==> config.mk <==
export PLATFORM = sky130hd
export DESIGN_NAME = lcms_adc_top
export DESIGN_NICKNAME = d
export VERILOG_FILES = /design/src/logic/lcms_adc_pkg.sv /design/src/logic/adc_serial_if.sv /design/src/logic/cds_strobe_gen.sv /design/src/logic/lcms_adc_top.sv /design/src/logic/sample_capture.sv /design/src/logic/sample_timer.sv
export SDC_FILE = /design/constraint.sdc
export NUM_CORES = 1
export LEC_CHECK = 0
export BUFFER_PORTS_ARGS = -buffer_cell sky130_fd_sc_hd__buf_2
export CELL_PAD_IN_SITES_DETAIL_PLACEMENT = 1
export CELL_PAD_IN_SITES_GLOBAL_PLACEMENT = 1
export CORE_ASPECT_RATIO = 1.5
export CORE_MARGIN = 4
export CORE_UTILIZATION = 48
export CTS_CLUSTER_DIAMETER = 50
export DETAILED_ROUTE_END_ITERATION = 8
export PLACE_DENSITY = 0.87
export SYNTH_ARGS = -nofsm -noshare
export SYNTH_HDL_FRONTEND = slang
export SYNTH_SLANG_ARGS = --single-unit
==> constraint.sdc <==
create_clock -name adc_sm_clk -period 3.9 [get_ports adc_sm_clk]
set_input_delay 0.195 -clock adc_sm_clk [delete_from_list [all_inputs] [get_ports adc_sm_clk]]
set_output_delay 0.195 -clock adc_sm_clk [all_outputs]
set_load 0.02 [all_outputs]
==> src/logic/lcms_adc_pkg.sv <==
// ~~~~~~~~~~~~~~~~~~~~~~~~~~~~~~~~~~~~~~~~~~~~~~~~
// shared types for the adc measurement path
// sample word, measurement mode, capture states
// default timing of the adc_sm_clk domain
// ~~~~~~~~~~~~~~~~~~~~~~~~~~~~~~~~~~~~~~~~~~~~~~~~
`default_nettype none

package lcms_adc_pkg;

	// converter word, AD7685 style part
	parameter int ADC_BITS = 16;

	// one raw conversion or one cds difference
	typedef logic [ADC_BITS-1:0] sample_t;

	// measurement mode as set by the host
	typedef enum logic {
		MODE_VOLTAGE = 1'b0,	// synchronous voltage, one sample per period
		MODE_CDS     = 1'b1	// software cds, two samples per integrator reset
	} meas_mode_e;

	// capture fsm
	typedef enum logic [1:0] {
		CAP_VOLTAGE,	// forward single results
		CAP_CDS_SAMPLE,	// collect first and second sample
		CAP_CDS_DIFF,	// second minus first
		CAP_CDS_TX	// hold difference until the host takes it
	} capture_state_e;

	// adc_sm_clk runs at 20 MHz on the board
	parameter int unsigned DEF_CLK_PER_US = 32'd20;

	// 8 us of settling after the sampling pulse
	parameter int DEF_SETTLE_CYCLES = 160;

	// cnv high time, 2 us at 20 MHz
	parameter int DEF_CONV_CYCLES = 40;

endpackage

`default_nettype wire

==> src/logic/adc_serial_if.sv <==
// ~~~~~~~~~~~~~~~~~~~~~~~~~~~~~~~~~~~~~~~~~~~~~~~~
// serial controller for the AD7685 style converter
// cnv phase, 16 sck pulses, msb first shift-in
// and the result valid flag
// ~~~~~~~~~~~~~~~~~~~~~~~~~~~~~~~~~~~~~~~~~~~~~~~~
`timescale 1ns/1ps
`default_nettype none

module adc_serial_if #(
	parameter int CONV_CYCLES = lcms_adc_pkg::DEF_CONV_CYCLES	// cnv high time in cycles
) (
	input  wire                   adc_sm_clk,
	input  wire                   adc_sm_rst,
	input  wire                   cnv_start_i,	// one-cycle conversion request
	input  wire                   adc_sdo_i,	// serial data from the converter
	output logic                  adc_cnv_o,	// conversion in progress
	output logic                  adc_sck_o,	// read-out clock
	output lcms_adc_pkg::sample_t result_o,	// last word read
	output logic                  result_valid_o	// one cycle after the last bit
);
	import lcms_adc_pkg::*;

	localparam int CNT_W       = 16;
	localparam int READ_CYCLES = 2 * ADC_BITS;	// one high and one low cycle per bit

	typedef enum logic [1:0] {
		SER_IDLE,	// waiting for a start, starts while busy are lost
		SER_CONV,	// cnv high
		SER_READ	// clocking out the word
	} ser_state_e;

	ser_state_e       state;
	logic [CNT_W-1:0] cnt;	// cnv cycles, then read-out phase

	// the converter drives a new bit on each sck falling edge,
	// so the bit is taken at the clock edge that raises sck
	always_ff @(posedge adc_sm_clk) begin
		if ((state == SER_READ) && !cnt[0]) begin
			result_o <= {result_o[ADC_BITS-2:0], adc_sdo_i};	// msb first
		end
	end

	always_ff @(posedge adc_sm_clk) begin
		if (adc_sm_rst) begin
			state          <= SER_IDLE;
			cnt            <= '0;
			adc_cnv_o      <= 1'b0;
			adc_sck_o      <= 1'b0;
			result_valid_o <= 1'b0;
		end else begin
			result_valid_o <= 1'b0;
			case (state)
				SER_IDLE: begin
					if (cnv_start_i) begin
						adc_cnv_o <= 1'b1;
						cnt       <= '0;
						state     <= SER_CONV;
					end
				end
				SER_CONV: begin
					if (cnt == CNT_W'(CONV_CYCLES - 1)) begin
						adc_cnv_o <= 1'b0;	// msb appears on sdo here
						cnt       <= '0;
						state     <= SER_READ;	// one low cycle before the first sck
					end else begin
						cnt <= cnt + CNT_W'(1);
					end
				end
				SER_READ: begin
					adc_sck_o <= ~cnt[0];	// even phase raises sck, odd drops it
					if (cnt == CNT_W'(READ_CYCLES - 1)) begin
						result_valid_o <= 1'b1;	// word complete
						cnt            <= '0;
						state          <= SER_IDLE;
					end else begin
						cnt <= cnt + CNT_W'(1);
					end
				end
				default: begin
					state <= SER_IDLE;
				end
			endcase
		end
	end

	// start to result_valid is CONV_CYCLES + 33 cycles:
	// registered cnv, CONV_CYCLES high, one gap, 32 sck phases

endmodule

`default_nettype wire

==> src/logic/cds_strobe_gen.sv <==
// ~~~~~~~~~~~~~~~~~~~~~~~~~~~~~~~~~~~~~~~~~~~~~~~~
// software cds strobes
// two conversion strobes at programmable delays
// after each integrator reset, plus second-sample flag
// ~~~~~~~~~~~~~~~~~~~~~~~~~~~~~~~~~~~~~~~~~~~~~~~~
`timescale 1ns/1ps
`default_nettype none

module cds_strobe_gen (
	input  wire         adc_sm_clk,
	input  wire         adc_sm_rst,
	input  wire         int_reset_rise_i,	// rising edge of the integrator reset
	input  wire  [15:0] cds_delay1_i,	// cycles from edge to first strobe
	input  wire  [15:0] cds_delay2_i,	// cycles from edge to second strobe
	output logic        cds_strobe_o,	// conversion request
	output logic        cds_first_o	// high with the second strobe
);

	logic [15:0] delay_cnt;	// cycles since the last edge
	logic        counting;	// window between edge and second strobe
	logic        hit1;
	logic        hit2;

	// delay_cnt reads k exactly k cycles after the edge
	assign hit1 = counting && (delay_cnt == cds_delay1_i);
	assign hit2 = counting && (delay_cnt == cds_delay2_i);

	assign cds_strobe_o = hit1 | hit2;

	// naming follows the chip docs: the flag marks the sample
	// that completes the pair, i.e. the second one
	assign cds_first_o = hit2;

	always_ff @(posedge adc_sm_clk) begin
		if (adc_sm_rst) begin
			counting  <= 1'b0;
			delay_cnt <= '0;
		end else if (int_reset_rise_i) begin
			// a new edge always restarts the pair
			counting  <= 1'b1;
			delay_cnt <= 16'd1;
		end else if (counting) begin
			if (hit2) begin
				counting <= 1'b0;	// pair done, wait for the next reset
			end else begin
				delay_cnt <= delay_cnt + 16'd1;
			end
		end
	end

	// delays are expected as 0 < delay1 < delay2, with room
	// between them for a full conversion and read-out

endmodule

`default_nettype wire

==> src/logic/lcms_adc_top.sv <==
// ~~~~~~~~~~~~~~~~~~~~~~~~~~~~~~~~~~~~~~~~~~~~~~~~
// adc measurement path top level
// timer, cds strobes, serial controller, capture
// ~~~~~~~~~~~~~~~~~~~~~~~~~~~~~~~~~~~~~~~~~~~~~~~~
`timescale 1ns/1ps
`default_nettype none

module lcms_adc_top #(
	parameter int unsigned CLK_PER_US    = lcms_adc_pkg::DEF_CLK_PER_US,
	parameter int          SETTLE_CYCLES = lcms_adc_pkg::DEF_SETTLE_CYCLES,
	parameter int          CONV_CYCLES   = lcms_adc_pkg::DEF_CONV_CYCLES
) (
	input  wire                           adc_sm_clk,
	input  wire                           adc_sm_rst,
	input  wire                           start_meas_i,	// run enable
	input  wire lcms_adc_pkg::meas_mode_e mode_i,	// voltage or software cds
	input  wire                           int_reset_i,	// integrator reset from the chip
	input  wire  [15:0]                   v_sampling_period_i,	// us
	input  wire  [15:0]                   cds_delay1_i,	// cycles after integrator reset
	input  wire  [15:0]                   cds_delay2_i,
	input  wire                           adc_sdo_i,
	input  wire                           sample_ready_i,
	output logic                          adc_cnv_o,
	output logic                          adc_sck_o,
	output lcms_adc_pkg::sample_t         sample_o,
	output logic                          sample_valid_o
);
	import lcms_adc_pkg::*;

	logic    int_reset_rise;
	logic    fs_pulse;
	logic    cds_strobe;
	logic    cds_first;
	logic    cnv_start;
	sample_t adc_result;
	logic    adc_result_valid;

	sample_timer #(.CLK_PER_US(CLK_PER_US)) timer0 (
		.adc_sm_clk(adc_sm_clk), .adc_sm_rst(adc_sm_rst),
		.start_meas_i(start_meas_i), .int_reset_i(int_reset_i),
		.v_sampling_period_i(v_sampling_period_i),
		.int_reset_rise_o(int_reset_rise), .fs_pulse_o(fs_pulse)
	);

	cds_strobe_gen cds0 (	// software cds pair after each integrator reset
		.adc_sm_clk(adc_sm_clk), .adc_sm_rst(adc_sm_rst),
		.int_reset_rise_i(int_reset_rise),
		.cds_delay1_i(cds_delay1_i), .cds_delay2_i(cds_delay2_i),
		.cds_strobe_o(cds_strobe), .cds_first_o(cds_first)
	);

	adc_serial_if #(.CONV_CYCLES(CONV_CYCLES)) adc0 (
		.adc_sm_clk(adc_sm_clk), .adc_sm_rst(adc_sm_rst),
		.cnv_start_i(cnv_start), .adc_sdo_i(adc_sdo_i),
		.adc_cnv_o(adc_cnv_o), .adc_sck_o(adc_sck_o),
		.result_o(adc_result), .result_valid_o(adc_result_valid)
	);

	sample_capture #(.SETTLE_CYCLES(SETTLE_CYCLES)) cap0 (
		.adc_sm_clk(adc_sm_clk), .adc_sm_rst(adc_sm_rst),
		.start_meas_i(start_meas_i), .mode_i(mode_i),
		.fs_pulse_i(fs_pulse), .cds_strobe_i(cds_strobe), .cds_first_i(cds_first),
		.result_i(adc_result), .result_valid_i(adc_result_valid),
		.sample_ready_i(sample_ready_i), .cnv_start_o(cnv_start),
		.sample_o(sample_o), .sample_valid_o(sample_valid_o)
	);

endmodule

`default_nettype wire

==> src/logic/sample_capture.sv <==
// ~~~~~~~~~~~~~~~~~~~~~~~~~~~~~~~~~~~~~~~~~~~~~~~~
// conversion strobe selection and settling delay
// capture fsm with cds pair subtraction
// output sample stream toward the host buffer
// ~~~~~~~~~~~~~~~~~~~~~~~~~~~~~~~~~~~~~~~~~~~~~~~~
`timescale 1ns/1ps
`default_nettype none

module sample_capture #(
	parameter int SETTLE_CYCLES = lcms_adc_pkg::DEF_SETTLE_CYCLES	// settling after fs pulse
) (
	input  wire                       adc_sm_clk,
	input  wire                       adc_sm_rst,
	input  wire                       start_meas_i,	// measurement enable
	input  wire lcms_adc_pkg::meas_mode_e mode_i,	// taken only while stopped
	input  wire                       fs_pulse_i,	// voltage mode sampling pulse
	input  wire                       cds_strobe_i,	// cds conversion strobe
	input  wire                       cds_first_i,	// set with the second cds strobe
	input  wire lcms_adc_pkg::sample_t    result_i,	// converter word
	input  wire                       result_valid_i,
	input  wire                       sample_ready_i,	// host buffer has room
	output logic                      cnv_start_o,	// to the serial controller
	output lcms_adc_pkg::sample_t     sample_o,
	output logic                      sample_valid_o
);
	import lcms_adc_pkg::*;

	logic [SETTLE_CYCLES-1:0] settle_sr;	// fs pulse walks through here
	logic                     cds_active;	// fsm is on the cds side
	logic                     strobe_sel;	// strobe of the active mode
	logic                     cnv_req;
	logic                     second_pending;	// conversion in flight is the second of a pair
	logic                     volt_push;	// voltage result waiting one cycle
	capture_state_e           state;
	sample_t                  first_q;	// first cds sample
	sample_t                  second_q;	// second cds sample
	sample_t                  out_q;	// word on the stream

	// the fsm state carries the mode, so a mode change mid-run has no effect
	assign cds_active = (state != CAP_VOLTAGE);
	assign strobe_sel = cds_active ? cds_strobe_i : settle_sr[SETTLE_CYCLES-1];
	assign cnv_req    = strobe_sel & start_meas_i;	// no conversions while stopped

	// valid only with ready, a voltage word without ready is lost
	// and a cds difference waits in CAP_CDS_TX
	assign sample_valid_o = (volt_push | (state == CAP_CDS_TX)) & sample_ready_i;
	assign sample_o       = out_q;

	always_ff @(posedge adc_sm_clk) begin
		if (adc_sm_rst) begin
			settle_sr      <= '0;
			cnv_start_o    <= 1'b0;
			second_pending <= 1'b0;
			volt_push      <= 1'b0;
			state          <= CAP_VOLTAGE;
		end else begin
			settle_sr   <= {settle_sr[SETTLE_CYCLES-2:0], fs_pulse_i};	// SETTLE_CYCLES late
			cnv_start_o <= cnv_req;	// one cycle after the strobe
			if (cnv_req) begin
				second_pending <= cds_first_i;	// flag travels with the conversion
			end
			volt_push <= 1'b0;

			case (state)
				CAP_VOLTAGE: begin
					if (!start_meas_i && (mode_i == MODE_CDS)) begin
						state <= CAP_CDS_SAMPLE;
					end else if (result_valid_i) begin
						volt_push <= 1'b1;	// pushed next cycle if ready
					end
				end
				CAP_CDS_SAMPLE: begin
					if (!start_meas_i && (mode_i == MODE_VOLTAGE)) begin
						state <= CAP_VOLTAGE;
					end else if (result_valid_i && second_pending) begin
						state <= CAP_CDS_DIFF;	// pair complete
					end
				end
				CAP_CDS_DIFF: begin
					state <= CAP_CDS_TX;
				end
				CAP_CDS_TX: begin
					if (sample_ready_i) begin
						state <= CAP_CDS_SAMPLE;	// delivered once
					end
				end
				default: begin
					state <= CAP_VOLTAGE;
				end
			endcase
		end
	end

	// sample payload, follows the fsm above
	always_ff @(posedge adc_sm_clk) begin
		case (state)
			CAP_VOLTAGE: begin
				if (result_valid_i) begin
					out_q <= result_i;
				end
			end
			CAP_CDS_SAMPLE: begin
				if (result_valid_i) begin
					if (second_pending) begin
						second_q <= result_i;
					end else begin
						first_q <= result_i;
					end
				end
			end
			CAP_CDS_DIFF: begin
				out_q <= second_q - first_q;	// wraps modulo 2^16
			end
			default: begin
				out_q <= out_q;	// held steady in CAP_CDS_TX
			end
		endcase
	end

endmodule

`default_nettype wire

==> src/logic/sample_timer.sv <==
// ~~~~~~~~~~~~~~~~~~~~~~~~~~~~~~~~~~~~~~~~~~~~~~~~
// sampling period timer
// integrator reset edge detect, armed period counter
// and the one-cycle sampling pulse
// ~~~~~~~~~~~~~~~~~~~~~~~~~~~~~~~~~~~~~~~~~~~~~~~~
`timescale 1ns/1ps
`default_nettype none

module sample_timer #(
	parameter int unsigned CLK_PER_US = lcms_adc_pkg::DEF_CLK_PER_US	// clock cycles per us
) (
	input  wire         adc_sm_clk,
	input  wire         adc_sm_rst,
	input  wire         start_meas_i,	// measurement enable level
	input  wire         int_reset_i,	// integrator reset from the chip
	input  wire  [15:0] v_sampling_period_i,	// sampling period in us
	output logic        int_reset_rise_o,	// one cycle on each rising edge
	output logic        fs_pulse_o	// sampling pulse
);

	logic        int_reset_q;	// integrator reset, one cycle old
	logic        armed;	// timer running
	logic [31:0] period_cycles;	// period in clock cycles
	logic [31:0] period_cnt;	// cycles since the last pulse

	// the only edge detector of the path, cds_strobe_gen reuses it
	assign int_reset_rise_o = int_reset_i & ~int_reset_q;

	assign period_cycles = 32'(v_sampling_period_i) * CLK_PER_US;	// us to cycles

	always_ff @(posedge adc_sm_clk) begin
		if (adc_sm_rst) begin
			int_reset_q <= 1'b0;
			armed       <= 1'b0;
			period_cnt  <= '0;
			fs_pulse_o  <= 1'b0;
		end else begin
			int_reset_q <= int_reset_i;
			fs_pulse_o  <= 1'b0;	// pulse lasts one cycle

			if (!start_meas_i) begin
				// stop disarms, a new run waits for the next edge
				armed      <= 1'b0;
				period_cnt <= '0;
			end else if (!armed) begin
				if (int_reset_rise_o) begin
					armed      <= 1'b1;
					fs_pulse_o <= 1'b1;	// first sample right after the edge
					period_cnt <= '0;
				end
			end else if (period_cnt == period_cycles - 32'd1) begin
				fs_pulse_o <= 1'b1;	// period complete
				period_cnt <= '0;
			end else begin
				period_cnt <= period_cnt + 32'd1;
			end
			// later edges while armed do not move the phase
		end
	end

endmodule

`default_nettype wire

# [Word-level counts from Yosys, hierarchy flattened]
# Cells that the tools add are included.
[word_totals] reg_bits=302 in_bits=55 output_inout_bits=19 elab_cells=121
[classes] add_sub_neg=5 multipliers=1 n_eq_ne=18 muxes=34 n_bitwise=13 n_reduce_logical=29
[ops] operator="2-to-1 mux 32 bit" count=3
[ops] operator="2-to-1 mux 16 bit" count=4
[ops] operator="case mux 16 bit (3 select lines)" count=1
[ops] operator="adder 16 x 1 -> 16 bit, second input constant" count=2
[ops] operator="adder 32 x 1 -> 32 bit, second input constant" count=1
[ops] operator="== test 16 bit" count=2
[ops] operator="== test 32 bit" count=1
[ops] operator="case mux 16 bit (2 select lines)" count=1
[ops] operator="subtractor 21 x 1 -> 22 bit, second input constant" count=1
[ops] operator="multiplier 16 x 3 -> 19 bit, second input constant" count=1
[ops] operator="== test 16 x 5 -> 1 bit, second input constant" count=1
[ops] operator="== test 16 x 6 -> 1 bit, second input constant" count=1
[ops] operator="subtractor 16 bit" count=1
[ops] operator="2-to-1 mux 1 bit" count=15
[ops] operator="AND reduction 3 bit" count=5
[ops] operator="2-to-1 mux 2 bit" count=7
[ops] operator="nonzero test 2 bit" count=5
[ops] operator="!= test 2 bit, second input constant" count=4
[ops] operator="inverter 1 bit" count=8
[ops] operator="case mux 2 bit (4 select lines)" count=1
[ops] operator="AND reduction 2 bit" count=4
[ops] operator="== test 2 bit, second input constant" count=3
[ops] operator="logical AND 1 bit" count=6
[ops] operator="!= test 2 x 1 -> 1 bit, second input constant" count=3
[ops] operator="11 further kinds" count=19

# [Depth between registers and ports, before layout]
[logic_depth] word_depth=5 mapped_depth=16 ltp_nobuf=15

# [Hierarchy]
# A second synthesis with hierarchy kept.
[hier_totals] hier_cells=1330 area_unflattened_um2=13553.0
[modules_own_cells] mod="sample_capture" instances=1 cells_each=569 area_each_um2=7024.2 seq_area_each_um2=4744.6
[modules_own_cells] mod="sample_timer" instances=1 cells_each=452 area_each_um2=3525.9 seq_area_each_um2=700.7
[modules_own_cells] mod="adc_serial_if" instances=1 cells_each=151 area_each_um2=1635.3 seq_area_each_um2=900.9
[modules_own_cells] mod="cds_strobe_gen" instances=1 cells_each=158 area_each_um2=1367.6 seq_area_each_um2=340.3

# [Worst setup path after synthesis]
# OpenSTA, ideal clock, no wires.
[synth_path] path_type="in2reg" from="in v_sampling_period_i[1]" to="reg timer0.period_cnt[9]" setup_ns=0.115 arrival_ns=3.522 required_ns=3.785 slack_ns=0.263 stages=16 n_path_buf=1 cell_sequence="ha_1 > ha_1 > inv_1 > fa_1 > nand2b_1 > a211oi_1 > o21a_1 > xnor2_1 > nand4_2 > nor4_4 > nand3_2 > a2111oi_2 > a41oi_2 > o21bai_4 > buf_6 > nor2_1"
[synth_between] elab_chain_cells=5
[synth_rtl] item="start, declared" line="lcms_adc_top.sv:18" source="input wire [15:0] v_sampling_period_i,"
[synth_rtl] item="multiplier 16 x 3 -> 19 bit" line="sample_timer.sv:29" source="assign period_cycles = 32'(v_sampling_period_i) * CLK_PER_US;"
[synth_rtl] item="subtractor 21 x 1 -> 22 bit" line="sample_timer.sv:51" source="end else if (period_cnt == period_cycles - 32'd1) begin"
[synth_rtl] item="== test 32 bit" line="sample_timer.sv:51"
[synth_rtl] item="2-to-1 mux 32 bit" line="sample_timer.sv:51"
[synth_rtl] item="2-to-1 mux 32 bit" line="sample_timer.sv:45" source="end else if (!armed) begin"
[synth_rtl] item="end signal, assigned" line="sample_timer.sv:55" source="period_cnt <= period_cnt + 32'd1;"
[synth_rtl] item="end, declared" line="sample_timer.sv:24" source="logic [31:0] period_cnt;"
# Every way passes these cells.
# A chain may end at the register's enable or synchronous reset.

# [Final worst setup path]
[layout_path] from="reg cap0.second_q[0]" to="reg cap0.out_q[14], in the netlist cap0.sample_o[14], data pin"
[layout_between] elab_chain_cells=2
[layout_rtl] item="start, declared" line="sample_capture.sv:36" source="sample_t second_q;"
[layout_rtl] item="start signal, assigned" line="sample_capture.sv:105" source="second_q <= result_i;"
[layout_rtl] item="subtractor 16 bit" line="sample_capture.sv:112" source="out_q <= second_q - first_q;"
[layout_rtl] item="case mux 16 bit (2 select lines)" line="sample_capture.sv:96" source="case (state)"
[layout_rtl] item="end signal, assigned" line="sample_capture.sv:99" source="out_q <= result_i;"
[layout_rtl] item="end signal, assigned" line="sample_capture.sv:112"
[layout_rtl] item="end signal, assigned" line="sample_capture.sv:115" source="out_q <= out_q;"
[layout_rtl] item="end, declared" line="sample_capture.sv:37" source="sample_t out_q;"
# Every way passes these cells.

==> results.tsv <==
stage	metric	value	unit
setup_path	WS Path Type	flop to flop	
clocking	Root Driver	clkbuf_16	
pwr	Leak	0.005859	uW
finish	fillers	2882	
grt	largest net degree at the start of global routing	108	
routing	Detailed Route WL	30.76	mm
yosys	Synth area leader	dfxtp_1	
finish	antenna diode count	0	
setup_path	slowest CP cell	fa_1	
setup_path	CP required	4200	ps
setup_path	most used cell, CP	o21ai_0	
setup_path	Critical Path Source Type	flop	
yosys	average size of a mapped cell	10.29	um^2
timing	Tmin final	3563	ps
grt	GRT overflow	0	
clocking	deepest clock path buffer count	3	
yosys	most common cell in the netlist	dfxtp_1	
yosys	Synth Area in Adders	5.874	%
finish	Syn-to-layout area delta	15.43	%
grt	vias in the first global route	10170	
routing	DRC	0	
place	IO Port Bufs	73	
finish	share of cells above drive strength 1	13.89	%
clocking	clock slew at the register clock pins of the worst setup and hold paths	70	ps
place	gpl congestion	0.8383	
yosys	Synth Area in Simple Gates	21.40	%
yosys	register area share after synthesis	52.14	%
timing	# setup viols final	0	
routing	Antenna Nets Post-Route	0	
outcome	status	finished, final reports clean	
yosys	main combinational cell family by area after synthesis	simple AND/OR/NAND/NOR gates	
routing	drt pass-1 iters	4	
place	dpl hpwl	20.20	mm
yosys	Synth Area in XOR/XNOR	8.479	%
yosys	FF+latch count, synth	302	
finish	Util after Layout	56.07	%
die	Die Y	208.2	um
yosys	Ys Warns	0	
yosys	Post-Syn Nets	1360	
setup_path	Critical Path, Cell by Cell	inv_1 > ha_1 > fa_1 > nor2b_1 > o21ai_0 > a21boi_1 > o21ai_0 > a21boi_1 > o21ai_0 > a21boi_1 > o211ai_1 > a2111oi_2 > o21ai_0 > a31o_2	
yosys	mux share of post-synthesis cell area	1.161	%
routing	initial DRC count	381	
setup_path	delay of the slowest critical-path stage	420	ps
die	Core ar.	26400	um^2
routing	Wirelength per Cell	17.97	um
clocking	Skew-Pair Late Insertion Delay	550	ps
die	Initial Util	48.58	%
yosys	Post-synth EDFFs	64	
routing	DR vias/cell	5.335	
die	die area	29450	um^2
yosys	Compound-Gate Fraction of Synth Area	8.176	%
die	Rows	73	
yosys	ys async rst share	0	%
timing	slew at the pin with the worst max-slew slack	939.4	ps
yosys	Main synth FF type	dfxtp_1	
timing	hold_ws	29.10	ps
worst_hold_path	Hold Crit Class	input pin to flop	
routing	number of vias in the routed layout	9133	
timing	max-slew violation count	0	
timing	Final Cycle Share	91.35	%
grt	first-pass GRT wire length	51.11	mm
yosys	post-synth top area share	37.15	%
clocking	H-tree lvl count	1	
timing	Peak Freq	280.7	MHz
grt	GR Util All Layers	20.96	%
yosys	synth unique cells	74	
yosys	synth top area cells	dfxtp_1, edfxtp_1, nor2b_1	
clocking	total clock buffers created by CTS	27	
timing	Max-slew headroom	37.30	%
setup_path	crit path capture type	flop	
clocking	clk sinks	302	
timing	RSZ-0062 raised after global routing	false	
grt	initial antenna violation count	0	
timing	worst clock skew	16.65	ps
die	# IOs	74	
yosys	Post-Synthesis Cell Area	12820	um^2
finish	Nets	1468	
setup_path	worst path arrival time	3870	ps
pwr	peak supply drop	0.3201	mV
timing	Final Hold Viols	0	
yosys	Mapped Cells	1246	
yosys	commonest cells in the netlist	dfxtp_1, nor2b_1, nor2_1	
die	Die Wd	141.5	um
clocking	CTS tree	yes	
setup_path	crit-path max FO	3	
flow_run	MaxCap Viol Count	0	
pwr	Pwr Density	470.7	nW/um^2
==> area by class of cell <==
class	count	area (um^2)	share of cell area, %
inverter	48	180.2	1.217
clock buffer	29	683.2	4.615
timing repair buffer	119	743.2	5.021
sequential	302	6686	45.17
clock inverter	21	296.5	2.003
tap	337	421.7	2.849
multi-input combinational	856	5791	39.12
==> state kept, by name, indices dropped and copies added (netlist names), 2 cells and up <==
signal             count
cap0.first_q          16
cap0.sample_o         16
cds0.delay_cnt        16
timer0.period_cnt     32
adc0.cnt              16
adc0.state             2
cap0.settle_sr       160
adc0.result_o         16
cap0.second_q         16
cap0.state             2
==> through the flow <==
stage	instances	total power [uW]	instance area (um^2)	setup TNS [ps]	setup slack, ps
5_1_grt	1712	7251	14800	0	69.54
6_report	1712	6968	14800	0	337.3
4_1_cts	1711	7018	14790	0	82.07
3_5_place_dp	1659	4079	13790	-3304	-114.2
3_3_place_gp	1659	4049	13790	-291.3	-13.69
2_1_floorplan	1246	3826	12820	0	263.3
==> timing repair <==
item,CTS,global route
hold endpoints to repair,2,0
buffers inserted,0,1
hold buffers,2,0
resized for setup,2,3
endpoints found under the setup margin,1,1
pin swaps,0,1
==> critical path: cells and delay by family, from the launching register on <==
family	cells	cell delay, ps
buffers and inverters	1	50
AOI/OAI and AO/OA	10	2160
and+or+nand+nor	1	120
DFF	1	330
adders and majority gates	2	660
==> power by group <==
part           internal (uW)  total [uW]  switching [uW]
Combinational            325         770             445
Sequential              3220        3250            33.0
Clock                   1700        2940            1240
Total                   5250        6970            1720
==> kinds of logic (layout without fill, tap and decap cells) <==
| group | Yosys count | in the layout |
|---|---|---|
| simple gates | 516 | 516 |
| flops | 302 | 302 |
| compound gates | 147 | 147 |
| xor+xnor | 120 | 120 |
| buf+inv | 88 | 217 |
| fa+ha+maj | 59 | 59 |
| mux | 14 | 14 |
==> layout by cell type, fill, tap and decap left out, types with 8 or more instances in the layout <==
master     instances
nand2_1           63
nor4_1            10
nand3_1           29
nor3_1            20
nand4_1           24
and3_1            18
nand2b_1          14
ha_1              57
xnor2_1           58
a21oi_1           31
nor2b_1          174
clkbuf_16         27
xor2_1            59
o21a_1             8
or3_1              9
a21o_1             9
edfxtp_1          64
a31oi_1            8
buf_2             72
o21ai_0           32
dfxtp_1          238
nor2_1           125
inv_1             48
buf_4             43
==> worst paths after layout <==
check | slack [ps] | start | endpoint | cells past startpoint
worst max-delay path | 340 | cap0.second_q[0]$_DFFE_PP_ | cap0.sample_o[14]$_DFFE_PP_ | 14
worst min-delay path | 30 | mode_i | cap0.volt_push$_SDFF_PP0_ | 3
worst max register to register | 340 | cap0.second_q[0]$_DFFE_PP_ | cap0.sample_o[14]$_DFFE_PP_ | 14
worst min register to register | 430 | cap0.settle_sr[42]$_SDFF_PP0_ | cap0.settle_sr[43]$_SDFF_PP0_ | 1
==> per-layer routing <==
metal | vias up | wire length (um) | track usage (%) | part of all wire, %
met5 | - | 0 | 0 | 0
met4 | 0 | 951 | 7.152 | 3.1
met3 | 67 | 916 | 2.437 | 3.0
met2 | 154 | 16940 | 40.27 | 55
met1 | 4468 | 11960 | 23.51 | 39
li1 | 4444 | - | - | -
(Power assumes the default switching activity.)
